File: src/sdram_pkg.sv
/*
 Shared types and constants of the SDR SDRAM controller.
 RTL and testbench refer to them by scoped name.
*/
package sdram_pkg;

	// ==============================
	// Address fields
	// ==============================

	localparam int NUM_BANKS = 4;

	typedef logic [31:0] byte_addr_t;	// User byte address.
	typedef logic [1:0]  bank_t;
	typedef logic [12:0] row_t;
	typedef logic [8:0]  col_t;		// Bit 0 stays zero, two beats per word.
	typedef logic [12:0] addr_bus_t;	// Chip address pins.

	// Chip command as {cs_n, ras_n, cas_n, we_n}.
	typedef enum logic [3:0] {
		CMD_NOP       = 4'b0111,
		CMD_PRECHARGE = 4'b0010,
		CMD_SET_MODE  = 4'b0000,
		CMD_REFRESH   = 4'b0001,
		CMD_ACTIVATE  = 4'b0011,
		CMD_READ      = 4'b0101,
		CMD_WRITE     = 4'b0100
	} cmd_t;

	// Bank status seen by the pending request.
	typedef enum logic [1:0] {
		ROW_IDLE     = 2'd0,	// Bank closed.
		ROW_HIT      = 2'd1,
		ROW_CONFLICT = 2'd2	// Another row is open.
	} row_state_t;

	// ==============================
	// Timing, in clock cycles
	// ==============================

	localparam int CAS_LATENCY = 2;
	localparam int T_RP        = 1;
	localparam int T_RFC       = 7;
	localparam int T_MRD       = 2;
	localparam int T_ACT       = 1;

	// Mode register: programmed write burst, CAS latency, sequential, burst length.
	function automatic addr_bus_t MODE_WORD(input int burst_count);
		logic [2:0] bl_code;
		case (burst_count)
			1:       bl_code = 3'b000;
			2:       bl_code = 3'b001;
			4:       bl_code = 3'b010;
			default: bl_code = 3'b011;
		endcase
		return {3'b000, 1'b0, 2'b00, 3'(CAS_LATENCY), 1'b0, bl_code};
	endfunction

endpackage

File: src/sdram_ifs.sv
/*
 Internal interfaces of the SDRAM controller.
 sdram_req_if carries the pending request from front end to sequencer,
 sdram_bank_if links one bank tracker to the sequencer.
*/
`timescale 1ns/10ps

interface sdram_req_if #(
	parameter int DATA_WIDTH = 32
);
	logic                  valid;	// Front end holds a request.
	logic                  ready;	// Sequencer takes it, slot empties.
	logic                  write;
	sdram_pkg::bank_t      bank;
	sdram_pkg::row_t       row;
	sdram_pkg::col_t       col;
	logic [DATA_WIDTH-1:0] wdata;

	modport front (
		output valid, write, bank, row, col, wdata,
		input  ready
	);

	modport seq (
		input  valid, write, bank, row, col, wdata,
		output ready
	);
endinterface

interface sdram_bank_if;
	sdram_pkg::row_state_t status;
	sdram_pkg::row_t       open_row;
	logic                  activate;	// Store pending row.
	logic                  precharge;	// Close this bank.
	logic                  precharge_all;

	modport tracker (
		output status, open_row,
		input  activate, precharge, precharge_all
	);

	modport seq (
		input  status, open_row,
		output activate, precharge, precharge_all
	);
endinterface

File: src/sdram_bank_row.sv
/*
 Open-row tracker for one bank. Classifies the pending request's row
 as idle, hit or conflict. One instance per bank.
*/
`timescale 1ns/10ps

module sdram_bank_row (
	input  logic            i_clock,
	input  logic            i_reset,
	input  sdram_pkg::row_t i_pend_row,
	sdram_bank_if.tracker   trk
);
	logic            open_q;
	sdram_pkg::row_t row_q;

	always_ff @(posedge i_clock) begin
		if (i_reset) begin
			open_q <= 1'b0;
			row_q  <= '0;
		end else begin
			if (trk.precharge || trk.precharge_all) begin
				open_q <= 1'b0;	// Close wins over activate.
			end else if (trk.activate) begin
				open_q <= 1'b1;
				row_q  <= i_pend_row;
			end
		end
	end

	// Status for the pending row.
	always_comb begin
		if (!open_q)
			trk.status = sdram_pkg::ROW_IDLE;
		else if (row_q == i_pend_row)
			trk.status = sdram_pkg::ROW_HIT;
		else
			trk.status = sdram_pkg::ROW_CONFLICT;
	end

	assign trk.open_row = row_q;

endmodule

File: src/sdram_cmd_seq.sv
/*
 Command sequencer. Runs chip power-up, periodic refresh and the
 activate, precharge, read and write bursts, and drives the chip pins.
*/
`timescale 1ns/10ps

module sdram_cmd_seq #(
	parameter int USER_DATA_WIDTH  = 32,
	parameter int SDRAM_DATA_WIDTH = 16,
	parameter int STARTUP_CYCLES   = 20000,
	parameter int REFRESH_INTERVAL = 500
) (
	input  logic                          i_clock,
	input  logic                          i_reset,
	sdram_req_if.seq                      req,
	sdram_bank_if.seq                     bank_if [sdram_pkg::NUM_BANKS],
	input  sdram_pkg::bank_t              i_pend_bank,
	output logic                          o_sdram_cke,
	output logic                          o_sdram_cs_n,
	output logic                          o_sdram_ras_n,
	output logic                          o_sdram_cas_n,
	output logic                          o_sdram_we_n,
	output logic [SDRAM_DATA_WIDTH/8-1:0] o_sdram_dqm,
	output sdram_pkg::bank_t              o_sdram_ba,
	output sdram_pkg::addr_bus_t          o_sdram_addr,
	output logic [SDRAM_DATA_WIDTH-1:0]   o_sdram_dq_out,
	output logic                          o_sdram_dq_oe,
	input  logic [SDRAM_DATA_WIDTH-1:0]   i_sdram_dq_in,
	output logic                          o_rsp_valid,
	output logic [USER_DATA_WIDTH-1:0]    o_rsp_rdata
);
	localparam int BURST_COUNT = USER_DATA_WIDTH / SDRAM_DATA_WIDTH;
	localparam int CNT_W       = $clog2(STARTUP_CYCLES + 16);
	localparam int REF_W       = $clog2(REFRESH_INTERVAL + 1);
	localparam int LEFT_W      = $clog2(BURST_COUNT + 1);
	localparam int CKE_AT      = (STARTUP_CYCLES * 3) / 4;	// Quarter of the wait gone.
	localparam int CAP_FIRST   = sdram_pkg::CAS_LATENCY + 1;
	localparam int PIPE_LEN    = CAP_FIRST + BURST_COUNT;
	localparam int RW_WAIT     = sdram_pkg::CAS_LATENCY + BURST_COUNT;

	typedef enum logic [3:0] {
		ST_STARTUP, ST_INIT_PRECHARGE, ST_INIT_REFRESH_1, ST_INIT_REFRESH_2,
		ST_INIT_SET_MODE, ST_IDLE, ST_PRECHARGE_ALL, ST_REFRESH,
		ST_PRECHARGE, ST_ACTIVATE, ST_READ, ST_WRITE, ST_WAIT
	} state_t;

	state_t                     state;
	state_t                     next_state;	// Where ST_WAIT goes.
	logic [CNT_W-1:0]           count;
	logic [REF_W-1:0]           refresh_cnt;
	logic                       refresh_due;
	logic                       any_open;
	sdram_pkg::cmd_t            cmd_q;
	sdram_pkg::bank_t           ba_q;
	sdram_pkg::addr_bus_t       addr_q;
	logic                       cke_q;
	sdram_pkg::row_state_t      bank_status [sdram_pkg::NUM_BANKS];
	sdram_pkg::row_t            bank_open_row [sdram_pkg::NUM_BANKS];
	logic [PIPE_LEN-1:0]        rd_pipe;
	logic [SDRAM_DATA_WIDTH-1:0] dq_in_q;
	logic [USER_DATA_WIDTH-1:0] rsp_shift;
	logic                       rsp_valid_q;
	logic [USER_DATA_WIDTH-1:0] wr_shift;
	logic [LEFT_W-1:0]          wr_left;
	logic                       dq_oe_q;
	logic [SDRAM_DATA_WIDTH-1:0] dq_out_q;

	// ==============================
	// Bank trackers
	// ==============================

	for (genvar b = 0; b < sdram_pkg::NUM_BANKS; b++) begin : g_bank
		assign bank_status[b]   = bank_if[b].status;
		assign bank_open_row[b] = bank_if[b].open_row;
		assign bank_if[b].activate  = (state == ST_ACTIVATE) && (i_pend_bank == 2'(b));
		assign bank_if[b].precharge = (state == ST_PRECHARGE) && (i_pend_bank == 2'(b));
		assign bank_if[b].precharge_all =
			(state == ST_INIT_PRECHARGE) || (state == ST_PRECHARGE_ALL);
	end

	always_comb begin
		any_open = 1'b0;
		for (int b = 0; b < sdram_pkg::NUM_BANKS; b++)
			any_open = any_open || (bank_status[b] != sdram_pkg::ROW_IDLE);
	end

	// Pops the slot at READ/WRITE. The pulse at SET_MODE opens the front end.
	assign req.ready = (state == ST_INIT_SET_MODE) || (state == ST_READ) || (state == ST_WRITE);

	// Refresh interval.
	always_ff @(posedge i_clock) begin
		if (i_reset) begin
			refresh_cnt <= '0;
			refresh_due <= 1'b0;
		end else begin
			if (state == ST_REFRESH)
				refresh_due <= 1'b0;
			if (refresh_cnt == REF_W'(REFRESH_INTERVAL - 1)) begin
				refresh_cnt <= '0;
				refresh_due <= 1'b1;
			end else begin
				refresh_cnt <= refresh_cnt + 1'b1;
			end
		end
	end

	// ==============================
	// Main FSM
	// ==============================

	always_ff @(posedge i_clock) begin
		if (i_reset) begin
			state      <= ST_STARTUP;
			next_state <= ST_IDLE;
			count      <= CNT_W'(STARTUP_CYCLES);
			cmd_q      <= sdram_pkg::CMD_NOP;
			ba_q       <= '0;
			addr_q     <= '0;
			cke_q      <= 1'b0;
		end else begin
			cmd_q <= sdram_pkg::CMD_NOP;	// Commands last one cycle.
			case (state)
				ST_STARTUP: begin
					if (count <= CNT_W'(CKE_AT))
						cke_q <= 1'b1;
					if (count == '0)
						state <= ST_INIT_PRECHARGE;
					else
						count <= count - 1'b1;
				end
				ST_INIT_PRECHARGE, ST_PRECHARGE_ALL: begin
					cmd_q      <= sdram_pkg::CMD_PRECHARGE;
					addr_q     <= 13'h0400;	// A10 selects all banks.
					count      <= CNT_W'(sdram_pkg::T_RP);
					next_state <= (state == ST_PRECHARGE_ALL) ? ST_REFRESH : ST_INIT_REFRESH_1;
					state      <= ST_WAIT;
				end
				ST_INIT_REFRESH_1, ST_INIT_REFRESH_2, ST_REFRESH: begin
					cmd_q <= sdram_pkg::CMD_REFRESH;
					count <= CNT_W'(sdram_pkg::T_RFC);
					case (state)
						ST_INIT_REFRESH_1: next_state <= ST_INIT_REFRESH_2;
						ST_INIT_REFRESH_2: next_state <= ST_INIT_SET_MODE;
						default:           next_state <= ST_IDLE;
					endcase
					state <= ST_WAIT;
				end
				ST_INIT_SET_MODE: begin
					cmd_q      <= sdram_pkg::CMD_SET_MODE;
					ba_q       <= '0;
					addr_q     <= sdram_pkg::MODE_WORD(BURST_COUNT);
					count      <= CNT_W'(sdram_pkg::T_MRD);
					next_state <= ST_IDLE;
					state      <= ST_WAIT;
				end
				ST_IDLE: begin
					if (refresh_due) begin
						state <= any_open ? ST_PRECHARGE_ALL : ST_REFRESH;
					end else if (req.valid) begin
						case (bank_status[i_pend_bank])
							sdram_pkg::ROW_HIT:  state <= req.write ? ST_WRITE : ST_READ;
							sdram_pkg::ROW_IDLE: state <= ST_ACTIVATE;
							default:             state <= ST_PRECHARGE;
						endcase
					end
				end
				ST_PRECHARGE: begin
					cmd_q      <= sdram_pkg::CMD_PRECHARGE;
					ba_q       <= req.bank;
					addr_q     <= bank_open_row[i_pend_bank];
					addr_q[10] <= 1'b0;	// This bank only.
					count      <= CNT_W'(sdram_pkg::T_RP);
					next_state <= ST_ACTIVATE;
					state      <= ST_WAIT;
				end
				ST_ACTIVATE: begin
					cmd_q      <= sdram_pkg::CMD_ACTIVATE;
					ba_q       <= req.bank;
					addr_q     <= req.row;
					count      <= CNT_W'(sdram_pkg::T_ACT);
					next_state <= req.write ? ST_WRITE : ST_READ;
					state      <= ST_WAIT;
				end
				ST_READ, ST_WRITE: begin
					cmd_q      <= (state == ST_WRITE) ? sdram_pkg::CMD_WRITE : sdram_pkg::CMD_READ;
					ba_q       <= req.bank;
					addr_q     <= {4'b0000, req.col};	// A10 low, no auto-precharge.
					count      <= CNT_W'(RW_WAIT);	// Covers data and write recovery.
					next_state <= ST_IDLE;
					state      <= ST_WAIT;
				end
				ST_WAIT: begin
					if (count == '0)
						state <= next_state;
					else
						count <= count - 1'b1;
				end
				default: state <= ST_STARTUP;
			endcase
		end
	end

	// ==============================
	// Data path
	// ==============================

	// Chip samples READ one edge after cmd_q loads; beat 0 lands in dq_in_q
	// CAS_LATENCY edges later, first beat is the high half.
	always_ff @(posedge i_clock) begin
		dq_in_q <= i_sdram_dq_in;
		if (|rd_pipe[CAP_FIRST +: BURST_COUNT])
			rsp_shift <= (rsp_shift << SDRAM_DATA_WIDTH) | USER_DATA_WIDTH'(dq_in_q);
		if (state == ST_WRITE) begin
			dq_out_q <= req.wdata[USER_DATA_WIDTH-1 -: SDRAM_DATA_WIDTH];	// With the command.
			wr_shift <= req.wdata << SDRAM_DATA_WIDTH;
		end else begin
			dq_out_q <= wr_shift[USER_DATA_WIDTH-1 -: SDRAM_DATA_WIDTH];
			wr_shift <= wr_shift << SDRAM_DATA_WIDTH;
		end
	end

	always_ff @(posedge i_clock) begin
		if (i_reset) begin
			rd_pipe     <= '0;
			rsp_valid_q <= 1'b0;
			dq_oe_q     <= 1'b0;
			wr_left     <= '0;
		end else begin
			rd_pipe     <= {rd_pipe[PIPE_LEN-2:0], state == ST_READ};
			rsp_valid_q <= rd_pipe[PIPE_LEN-1];	// Last beat captured.
			if (state == ST_WRITE) begin
				dq_oe_q <= 1'b1;
				wr_left <= LEFT_W'(BURST_COUNT - 1);
			end else if (wr_left != '0) begin
				wr_left <= wr_left - 1'b1;
			end else begin
				dq_oe_q <= 1'b0;
			end
		end
	end

	assign o_sdram_cke    = cke_q;
	assign o_sdram_dqm    = {(SDRAM_DATA_WIDTH/8){~cke_q}};	// Low once the clock runs.
	assign o_sdram_cs_n   = cmd_q[3];
	assign o_sdram_ras_n  = cmd_q[2];
	assign o_sdram_cas_n  = cmd_q[1];
	assign o_sdram_we_n   = cmd_q[0];
	assign o_sdram_ba     = ba_q;
	assign o_sdram_addr   = addr_q;
	assign o_sdram_dq_out = dq_out_q;
	assign o_sdram_dq_oe  = dq_oe_q;
	assign o_rsp_valid    = rsp_valid_q;
	assign o_rsp_rdata    = rsp_shift;

endmodule

File: src/sdram_ctrl_top.sv
/*
 SDR SDRAM controller top level. Connects the request front end,
 one row tracker per bank and the command sequencer.
*/
`timescale 1ns/10ps

module sdram_ctrl_top #(
	parameter int USER_DATA_WIDTH  = 32,
	parameter int SDRAM_DATA_WIDTH = 16,
	parameter int STARTUP_CYCLES   = 20000,
	parameter int REFRESH_INTERVAL = 500
) (
	input  logic                          i_clock,
	input  logic                          i_reset,

	// User port.
	input  logic                          i_req_valid,
	output logic                          o_req_ready,
	input  logic                          i_req_write,
	input  sdram_pkg::byte_addr_t         i_req_addr,	// 4-byte aligned.
	input  logic [USER_DATA_WIDTH-1:0]    i_req_wdata,
	output logic                          o_rsp_valid,
	output logic [USER_DATA_WIDTH-1:0]    o_rsp_rdata,

	// Chip pins.
	output logic                          o_sdram_cke,
	output logic                          o_sdram_cs_n,
	output logic                          o_sdram_ras_n,
	output logic                          o_sdram_cas_n,
	output logic                          o_sdram_we_n,
	output logic [SDRAM_DATA_WIDTH/8-1:0] o_sdram_dqm,
	output sdram_pkg::bank_t              o_sdram_ba,
	output sdram_pkg::addr_bus_t          o_sdram_addr,
	output logic [SDRAM_DATA_WIDTH-1:0]   o_sdram_dq_out,
	output logic                          o_sdram_dq_oe,
	input  logic [SDRAM_DATA_WIDTH-1:0]   i_sdram_dq_in
);
	sdram_pkg::bank_t pend_bank;
	sdram_pkg::row_t  pend_row;

	sdram_req_if #(.DATA_WIDTH(USER_DATA_WIDTH)) req_if ();
	sdram_bank_if bank_if [sdram_pkg::NUM_BANKS] ();

	sdram_req_front #(
		.USER_DATA_WIDTH (USER_DATA_WIDTH)
	) u_front (
		.i_clock     (i_clock),
		.i_reset     (i_reset),
		.i_req_valid (i_req_valid),
		.o_req_ready (o_req_ready),
		.i_req_write (i_req_write),
		.i_req_addr  (i_req_addr),
		.i_req_wdata (i_req_wdata),
		.o_pend_bank (pend_bank),
		.o_pend_row  (pend_row),
		.req         (req_if.front)
	);

	// One open-row tracker per bank.
	for (genvar b = 0; b < sdram_pkg::NUM_BANKS; b++) begin : g_bank_row
		sdram_bank_row u_row (
			.i_clock    (i_clock),
			.i_reset    (i_reset),
			.i_pend_row (pend_row),
			.trk        (bank_if[b].tracker)
		);
	end

	sdram_cmd_seq #(
		.USER_DATA_WIDTH  (USER_DATA_WIDTH),
		.SDRAM_DATA_WIDTH (SDRAM_DATA_WIDTH),
		.STARTUP_CYCLES   (STARTUP_CYCLES),
		.REFRESH_INTERVAL (REFRESH_INTERVAL)
	) u_seq (
		.i_clock        (i_clock),
		.i_reset        (i_reset),
		.req            (req_if.seq),
		.bank_if        (bank_if),
		.i_pend_bank    (pend_bank),
		.o_sdram_cke    (o_sdram_cke),
		.o_sdram_cs_n   (o_sdram_cs_n),
		.o_sdram_ras_n  (o_sdram_ras_n),
		.o_sdram_cas_n  (o_sdram_cas_n),
		.o_sdram_we_n   (o_sdram_we_n),
		.o_sdram_dqm    (o_sdram_dqm),
		.o_sdram_ba     (o_sdram_ba),
		.o_sdram_addr   (o_sdram_addr),
		.o_sdram_dq_out (o_sdram_dq_out),
		.o_sdram_dq_oe  (o_sdram_dq_oe),
		.i_sdram_dq_in  (i_sdram_dq_in),
		.o_rsp_valid    (o_rsp_valid),
		.o_rsp_rdata    (o_rsp_rdata)
	);

endmodule

File: src/sdram_req_front.sv
/*
 Request front end. Takes user requests by valid/ready into a
 one-entry slot and splits the byte address into bank, row and column.
*/
`timescale 1ns/10ps

module sdram_req_front #(
	parameter int USER_DATA_WIDTH = 32
) (
	input  logic                       i_clock,
	input  logic                       i_reset,
	input  logic                       i_req_valid,
	output logic                       o_req_ready,
	input  logic                       i_req_write,
	input  sdram_pkg::byte_addr_t      i_req_addr,
	input  logic [USER_DATA_WIDTH-1:0] i_req_wdata,
	output sdram_pkg::bank_t           o_pend_bank,
	output sdram_pkg::row_t            o_pend_row,
	sdram_req_if.front                 req
);
	logic                       full_q;
	logic                       open_q;	// Set by the first ready, after init.
	logic                       accept;
	logic                       write_q;
	sdram_pkg::bank_t           bank_q;
	sdram_pkg::row_t            row_q;
	sdram_pkg::col_t            col_q;
	logic [USER_DATA_WIDTH-1:0] wdata_q;

	assign o_req_ready = open_q && !full_q;
	assign accept      = i_req_valid && o_req_ready;

	// Slot control.
	always_ff @(posedge i_clock) begin
		if (i_reset) begin
			full_q <= 1'b0;
			open_q <= 1'b0;
		end else begin
			if (req.ready) begin
				open_q <= 1'b1;
				full_q <= 1'b0;
			end else if (accept) begin
				full_q <= 1'b1;
			end
		end
	end

	// Word address bits 22..10 row, 9..8 bank, 7..0 column pair.
	always_ff @(posedge i_clock) begin
		if (accept) begin
			write_q <= i_req_write;
			row_q   <= i_req_addr[24:12];
			bank_q  <= i_req_addr[11:10];
			col_q   <= {i_req_addr[9:2], 1'b0};
			wdata_q <= i_req_wdata;
		end
	end

	assign req.valid   = full_q;
	assign req.write   = write_q;
	assign req.bank    = bank_q;
	assign req.row     = row_q;
	assign req.col     = col_q;
	assign req.wdata   = wdata_q;
	assign o_pend_bank = bank_q;
	assign o_pend_row  = row_q;

endmodule

File: config.mk
export PLATFORM = sky130hd
export DESIGN_NAME = sdram_ctrl_top
export DESIGN_NICKNAME = d
export VERILOG_FILES = /design/src/sdram_pkg.sv /design/src/sdram_ifs.sv /design/src/sdram_bank_row.sv /design/src/sdram_cmd_seq.sv /design/src/sdram_ctrl_top.sv /design/src/sdram_req_front.sv
export SDC_FILE = /design/constraint.sdc
export NUM_CORES = 1
export LEC_CHECK = 0
export ABC_AREA = 1
export ABC_CLOCK_PERIOD_IN_PS = 2300
export BUFFER_PORTS_ARGS = -buffer_cell sky130_fd_sc_hd__buf_2
export CAP_MARGIN = 20
export CORE_UTILIZATION = 51
export DETAILED_ROUTE_END_ITERATION = 10
export GPL_TIMING_DRIVEN = 0
export PLACE_DENSITY = 0.76
export SLEW_MARGIN = 5
export SYNTH_ARGS = -nofsm -noshare
export SYNTH_HDL_FRONTEND = slang
export SYNTH_SLANG_ARGS = --single-unit
File: constraint.sdc
create_clock -name i_clock -period 2.3 [get_ports i_clock]
set_input_delay 0.46 -clock i_clock [delete_from_list [all_inputs] [get_ports i_clock]]
set_output_delay 0.46 -clock i_clock [all_outputs]
set_load 0.01 [all_outputs]
==> Implementation_results.wiki, run 1 <==
{| class="wikitable"
! Metric !! Value
|-
| Run status || completed
|-
| Warning count from the yosys run || 0
|-
| Non-filler cells in the finished layout || 1590
|-
| Maximum number of pins on one net before global-route repair || 40
|-
| Top cells by instance count after synthesis || sky130_fd_sc_hd__nand2_1 (276), sky130_fd_sc_hd__dfxtp_1 (167), sky130_fd_sc_hd__inv_1 (125)
|-
| Placed Cells incl. Taps || between 1500 and 2000
|-
| Synthesized net count || 1215
|-
| Via count || between 8000 and 9000
|-
| Required @ worst endpoint || 2.77 ns
|-
| WS Path Type || reg2reg
|-
| Initial antenna violation count || 1
|-
| Number of filler cells placed in the layout || 1643
|-
| Horizontal die dimension || 142 µm
|-
| Leakage dissipation || 4.95 nW
|-
| Maximum fanout along the worst path || 7
|-
| Avg Inst Size Synth || 8.93 µm²
|-
| Routed WL per cell || 16.4 µm
|-
| Top flip-flop cell by instance count after synthesis || sky130_fd_sc_hd__dfxtp_1
|-
| Number of search-and-repair iterations in the first detailed-routing pass || 5
|-
| Worst hold path depth || 1
|-
| Critical Path Sink Type || flop
|-
| Arrival time worst endpoint || 2.75 ns
|-
| RSZ-0062 raised after global routing || false
|-
| GRT Residual Overflow || 0
|-
| DRT Wirelength || about 26000 µm
|-
| Setup Skew || 0.0178 ns
|-
| CP Launch Type || flop
|-
| Slew headroom || 43.9%
|-
| Area fraction of the dominant cell type after synthesis || 33.2%
|-
| Cell Pwr Density || just under 800 nW/µm²
|-
| Post-synth EDFFs || 88
|-
| Post-detailed-route DRC marker count || 0
|-
| Layout-stage area growth over the synthesis result || 19.8%
|-
| Clock Path Buffers || 3
|-
| IO Port Bufs || 146
|-
| R2R cell count || 7
|-
| Post-Syn Area || 10100 µm²
|-
| Std cell rows || 51
|-
| TritonCTS clock tree || done
|-
| Class of the tightest hold or removal check || in2reg
|-
| Wire length of the first global-routing pass || 39800 µm
|-
| Clock sink total || 255
|-
| CTS buffer count || 26
|-
| Cell types with the largest area share after synthesis || sky130_fd_sc_hd__dfxtp_1 (33%), sky130_fd_sc_hd__edfxtp_1 (26%), sky130_fd_sc_hd__nand2_1 (10%), sky130_fd_sc_hd__inv_1 (4.7%), sky130_fd_sc_hd__a21oi_1 (4.3%)
|-
| Worst supply voltage drop on vdd || 0.716 mV
|-
| Clock tree root buffer cell || sky130_fd_sc_hd__clkbuf_16
|-
| Number of synthesized register bits || roughly 260
|-
| Achievable Freq || approximately 0.44 GHz
|-
| Max-slew violations || 0
|-
| Drt first-iter violations || 943
|-
| Fraction of layout instances using a drive strength above 1 || 19.6%
|-
| Synth area leader || sky130_fd_sc_hd__dfxtp_1
|-
| Max-cap check violation count || 0
|-
| Antenna Violating Nets Remaining || 0
|-
| Crit path time final || approximately 2.3 ns
|-
| Setup tns final || 0 ns
|-
| Post-synthesis async set-or-reset flop share || 0%
|-
| Actual slew at the worst max-slew pin || 0.841 ns
|-
| Cell with the most instances after synthesis || sky130_fd_sc_hd__nand2_1
|-
| Nets || 1392
|-
| Via count of the first global-routing pass || ~7600
|-
| Share of the clock period used by the worst path || ~99%
|-
| Final HPWL DP || between 15000 and 20000 µm
|-
| Number of top-level pins || 157
|-
| Total Die Area || 20300 µm²
|-
| Endpoints failing setup || 0
|-
| Insertion delay of the later-clocked pin in the worst-skew pair || 0.54 ns
|-
| Seq/Total Area, Yosys || around three fifths
|-
| H-Tree Depth || 1
|-
| Final estimated routing congestion in global placement || 0.999
|-
| Total count of hold-check failures in the final report || 0
|-
| Hold_buf cts || 0
|-
| Clock-pin slew reported for the worst setup and hold paths after clock tree synthesis || 0.06 ns
|-
| Starting Density || about half
|-
| Layout Utilization || 62.2%
|-
| Die Span Y || between 100 and 150 µm
|-
| Area of the core || 19400 µm²
|-
| Total routing usage reported by global routing || 25.6%
|-
| Count of distinct cell types in the synthesized netlist || 47
|-
| Gate count after technology mapping || around 1100
|-
| DR vias/cell || 5.23
|}
## cell usage in the layout, fill, tap and decap left out, drive strengths merged, types with 12 or more instances in the layout
cell type / n
nor3: 12
nand3: 32
edfxtp: 88
buf: 174
nand2: 284
clkbuf: 51
a21oi: 87
xor2: 12
nor2: 115
o21ai: 66
dfxtp: 167
inv: 136
## power breakdown
part / switching [mW] / leakage (nW) / internal, mW
sequential: 0.0497 / 2.14 / 4.71
combinational: 0.203 / 2.39 / 0.144
clock: 1.75 / 0.414 / 2.51
## layout make-up
type / instances / area [µm²] / area share (%)
repair buffers: 150 / 781 / 6.47
inverters: 137 / 520 / 4.32
multi-input cells: 690 / 3360 / 27.9
diodes: 1 / 2.50 / 0.0208
clock buffers: 31 / 701 / 5.81
clock inverters: 17 / 168 / 1.39
flip-flops and latches: 255 / 5990 / 49.6
plain buffers: 44 / 206 / 1.71
well taps: 265 / 332 / 2.75
## per-layer routing
layer  routed length, µm  share of wire (%)  up-vias  GRT usage, %
li1                    -                  -     4051             -
met1               11000                 42     3827          34.6
met2               11900                 45      362          40.7
met3                2210                8.5       74          4.91
met4                1010                3.9        0          9.96
met5                   0                  0        -             0
## critical path, stage by stage (launching register included)
cell	delay (ns)
sky130_fd_sc_hd__edfxtp_1	0.53
sky130_fd_sc_hd__nor2_2	0.41
sky130_fd_sc_hd__inv_1	0.34
sky130_fd_sc_hd__nor2_2	0.34
sky130_fd_sc_hd__inv_1	0.12
sky130_fd_sc_hd__o221ai_1	0.31
sky130_fd_sc_hd__a21oi_1	0.08
sky130_fd_sc_hd__nor2_1	0.09
## repair_timing
action                     CTS  global route
pin swaps                    0             0
setup endpoints to repair   14            20
setup buffers                0             2
gates resized for setup      2             3
## logic make-up after synthesis
group	count (synthesis)	synth area share [%]
AO/OA/AOI/OAI	207	11.8
XOR/XNOR	21	1.83
adder cells (fa/ha/maj)	4	0.497
buffers and inverters	182	7.21
flip-flops	255	59.5
other	1	0.0373
AND/OR/NAND/NOR	457	19.2
## flip-flops by register name, summed over array words and instances, names as in the netlist, 13 cells and up
name                           flops
g_bank_row.u_row.trk.open_row     52
u_seq.wr_shift                    16
u_seq.o_sdram_addr                13
u_front.req.wdata                 32
u_front.o_pend_row                13
u_seq.o_rsp_rdata                 32
u_seq.o_sdram_dq_out              16
u_seq.dq_in_q                     16
u_seq.count                       15
## stage by stage
stage	total power [mW]	hold WS [ns]	worst slack (ns)	area [µm²]
floorplan	5.08	0.386	0.0293	10100
global placement	5.19	0.386	-0.705	11100
detailed placement	5.20	0.389	-0.154	11200
CTS	9.41	0.0236	0.0170	12000
global route	9.64	0.0261	0.0134	12100
finish	9.37	0.0302	0.0156	12100
## path summary, 6_finish.rpt
| check | startpoint | to | slack (ns) |
|---|---|---|---|
| worst max-delay path | u_front.o_pend_bank[0] | u_seq.o_sdram_addr[8] | 0.02 |
| worst min-delay path | i_sdram_dq_in[12] | u_seq.dq_in_q[12] | 0.03 |
| worst max register to register | u_front.o_pend_bank[0] | u_seq.o_sdram_addr[8] | 0.02 |
| worst min register to register | u_seq.dq_in_q[8] | u_seq.o_rsp_rdata[8] | 0.40 |
No activity file was read; power rests on OpenSTA's default activity.
==> run 2, diff against run 1 <==
Settings changed: REMOVE_ABC_BUFFERS from default to 1.
==> Implementation_results.wiki, run 2 (synthesis results as in run 1) <==
{| class="wikitable"
! Metric !! Value
|-
| Nets || 1354 (-2.7%)
|-
| RSZ-0062 raised after global routing || false
|-
| Worst supply voltage drop on vdd || 0.524 mV (-27%)
|-
| Drt first-iter violations || 614 (-35%)
|-
| Die Span Y || 142 µm (unchanged)
|-
| Achievable Freq || 0.460 GHz (+5.0%)
|-
| Via count || 7969 (-4.1%)
|-
| Clock Path Buffers || 3 (unchanged)
|-
| IO Port Bufs || 146 (unchanged)
|-
| Required @ worst endpoint || 2.75 ns (-0.02 ns)
|-
| Maximum fanout along the worst path || 26 (+19)
|-
| DRT Wirelength || 23400 µm (-10%)
|-
| Share of the clock period used by the worst path || 94.6% (-4.7 points)
|-
| Clock sink total || 255 (unchanged)
|-
| Post-detailed-route DRC marker count || 0 (unchanged)
|-
| Count of buffering cells on the critical path with inverters included || 2 (unchanged)
|-
| Total Die Area || 20300 µm² (unchanged)
|-
| Clock-pin slew reported for the worst setup and hold paths after clock tree synthesis || 0.06 ns (about the same)
|-
| Cell area after layout || 12000 µm² (-0.78%)
|-
| Reported net switching power || 1.97 mW (-1.8%)
|-
| WS Path Type || reg2reg
|-
| Horizontal die dimension || 142 µm (unchanged)
|-
| Clock power share || 45.6% (about the same)
|-
| Relative contribution of combinational cells to total power || 3.5% (-0.2 points)
|-
| Layout Utilization || 61.7% (-0.48 points)
|-
| Number of top-level pins || 157 (unchanged)
|-
| Internal Pwr Total || 7.39 mW (+0.27%)
|-
| Leading cell type in the layout, fill and taps excluded || sky130_fd_sc_hd__nand2_1
|-
| Delay of the slowest cell on the worst path || 0.49 ns (-0.04 ns)
|-
| Worst path cell trace || inv_1, nand2_1, clkinv_2, nand2_2, o21ai_0, a21oi_1
|-
| Area of the core || 19400 µm² (unchanged)
|-
| Run status || completed
|-
| Class of the tightest hold or removal check || in2reg
|-
| Cell type group with the largest total delay on the critical path || simple AND/OR/NAND/NOR gates
|-
| Antenna Violating Nets Remaining || 0 (unchanged)
|-
| Instance area after placement || 11000 µm² (-1.5%)
|-
| Layout-stage area growth over the synthesis result || 18.9%
|-
| CP Launch Type || flop
|-
| Cell Pwr Density || 782 nW/µm² (+0.60%)
|-
| Max-cap check violation count || 0 (unchanged)
|-
| Endpoints failing setup || 0 (unchanged)
|-
| Routed WL per cell || 15.1 µm (-8.3%)
|-
| Maximum number of pins on one net before global-route repair || 53 (+33%)
|-
| Worst-path cell with the longest stage delay || sky130_fd_sc_hd__nand2_2
|-
| Setup tns final || 0 ns (unchanged)
|-
| Switching fraction of total power || 21.0% (-0.35 points)
|-
| Placed Cells incl. Taps || 1497 (-2.8%)
|-
| Via count of the first global-routing pass || 7237 (-5.0%)
|-
| Fraction of power consumed by sequential logic || 50.9% (about the same)
|-
| Total count of hold-check failures in the final report || 0 (unchanged)
|-
| Number of search-and-repair iterations in the first detailed-routing pass || 6 (+1)
|-
| Std cell rows || 51 (unchanged)
|-
| Starting Density || 51.9% (unchanged)
|-
| Arrival time worst endpoint || 2.63 ns (-0.12 ns)
|-
| Crit path time final || 2.18 ns (-0.109 ns)
|-
| Insertion delay of the later-clocked pin in the worst-skew pair || 0.53 ns (about the same)
|-
| TritonCTS clock tree || done
|-
| Max-slew violations || 0 (unchanged)
|-
| Leakage dissipation || 4.90 nW (-1.1%)
|-
| Non-filler cells in the finished layout || 1552 (-2.4%)
|-
| H-Tree Depth || 1 (unchanged)
|-
| CTS buffer count || 26 (unchanged)
|-
| Critical Path Sink Type || flop
|-
| DR vias/cell || 5.13 (-1.8%)
|-
| Number of filler cells placed in the layout || 1599 (-2.7%)
|-
| Commonest non-fill, non-tap cells in the layout || sky130_fd_sc_hd__nand2_1 (272), sky130_fd_sc_hd__dfxtp_1 (167), sky130_fd_sc_hd__buf_2 (146)
|-
| Total routing usage reported by global routing || 22.8% (-2.9 points)
|-
| GRT Residual Overflow || 0 (unchanged)
|-
| Clock tree root buffer cell || sky130_fd_sc_hd__clkbuf_16
|-
| Slew headroom || 42.9% (-1.0 points)
|-
| Max FFs per register || 52 (unchanged)
|-
| Final estimated routing congestion in global placement || 0.886 (-11%)
|-
| Wire length of the first global-routing pass || 36400 µm (-8.4%)
|-
| Initial antenna violation count || 1 (unchanged)
|-
| Final HPWL DP || 15200 µm (-16%)
|-
| Actual slew at the worst max-slew pin || 0.855 ns (+0.0139 ns)
|-
| Fraction of layout instances using a drive strength above 1 || 19.1% (-0.51 points)
|-
| Worst Hold Margin || 0.0280 ns (-0.00216 ns)
|-
| Setup Skew || 0.0101 ns (-0.00772 ns)
|}
[run 2: what timing repair did]
action	CTS	global route
buffers inserted	0	5
gates resized for setup	10	1
hold buffers	0	0
endpoints found under the setup margin	101	10
pin swaps	1	2
gates cloned	1	0
[run 2: area by class of cell]
type,instances,area [µm²],area share [%]
Timing Repair Buffer,155,847,7.08
Multi-Input combinational cell,691,3390,28.4
Clock buffer,38,758,6.34
Tap cell,265,332,2.77
Clock inverter,10,126,1.06
Antenna cell,1,2.50,0.0209
Inverter,137,519,4.34
Sequential cell,255,5990,50.0
[run 2: final timing paths]
kind | from | to | slack, ns | cells past startpoint
worst max register to register | u_front.o_pend_bank[1] | g_bank_row[1].u_row.trk.open_row[0] | 0.12 | 6
worst min-delay path | i_sdram_dq_in[14] | u_seq.dq_in_q[14] | 0.03 | 1
worst min register to register | u_seq.dq_in_q[1] | u_seq.o_rsp_rdata[1] | 0.40 | 0
worst max-delay path | u_front.o_pend_bank[1] | g_bank_row[1].u_row.trk.open_row[0] | 0.12 | 6
[run 2: per-layer routing]
| layer | up-vias | wire [µm] | global-route usage [%] |
|---|---|---|---|
| li1 | 3963 | - | - |
| met1 | 3633 | 9790 | 30.3 |
| met2 | 317 | 11100 | 37.2 |
| met3 | 56 | 1830 | 3.60 |
| met4 | 0 | 623 | 9.00 |
| met5 | - | 0 | 0 |
[run 2: per-stage QoR]
stage | power [mW] | setup slack (ns)
3_5_place_dp | 5.19 | -0.683
2_1_floorplan | 5.06 | 0.0293
5_1_grt | 9.68 | 0.0106
3_3_place_gp | 5.17 | -0.985
6_report | 9.36 | 0.124
4_1_cts | 9.41 | 0.0269
[run 2: power groups by stage]
stage,logic [mW],registers (mW),clock network [mW]
global placement,0.306,4.86,0
global route,0.379,4.77,4.53
finish,0.326,4.77,4.26
detailed placement,0.323,4.86,0
CTS,0.326,4.76,4.32
floorplan,0.205,4.85,0
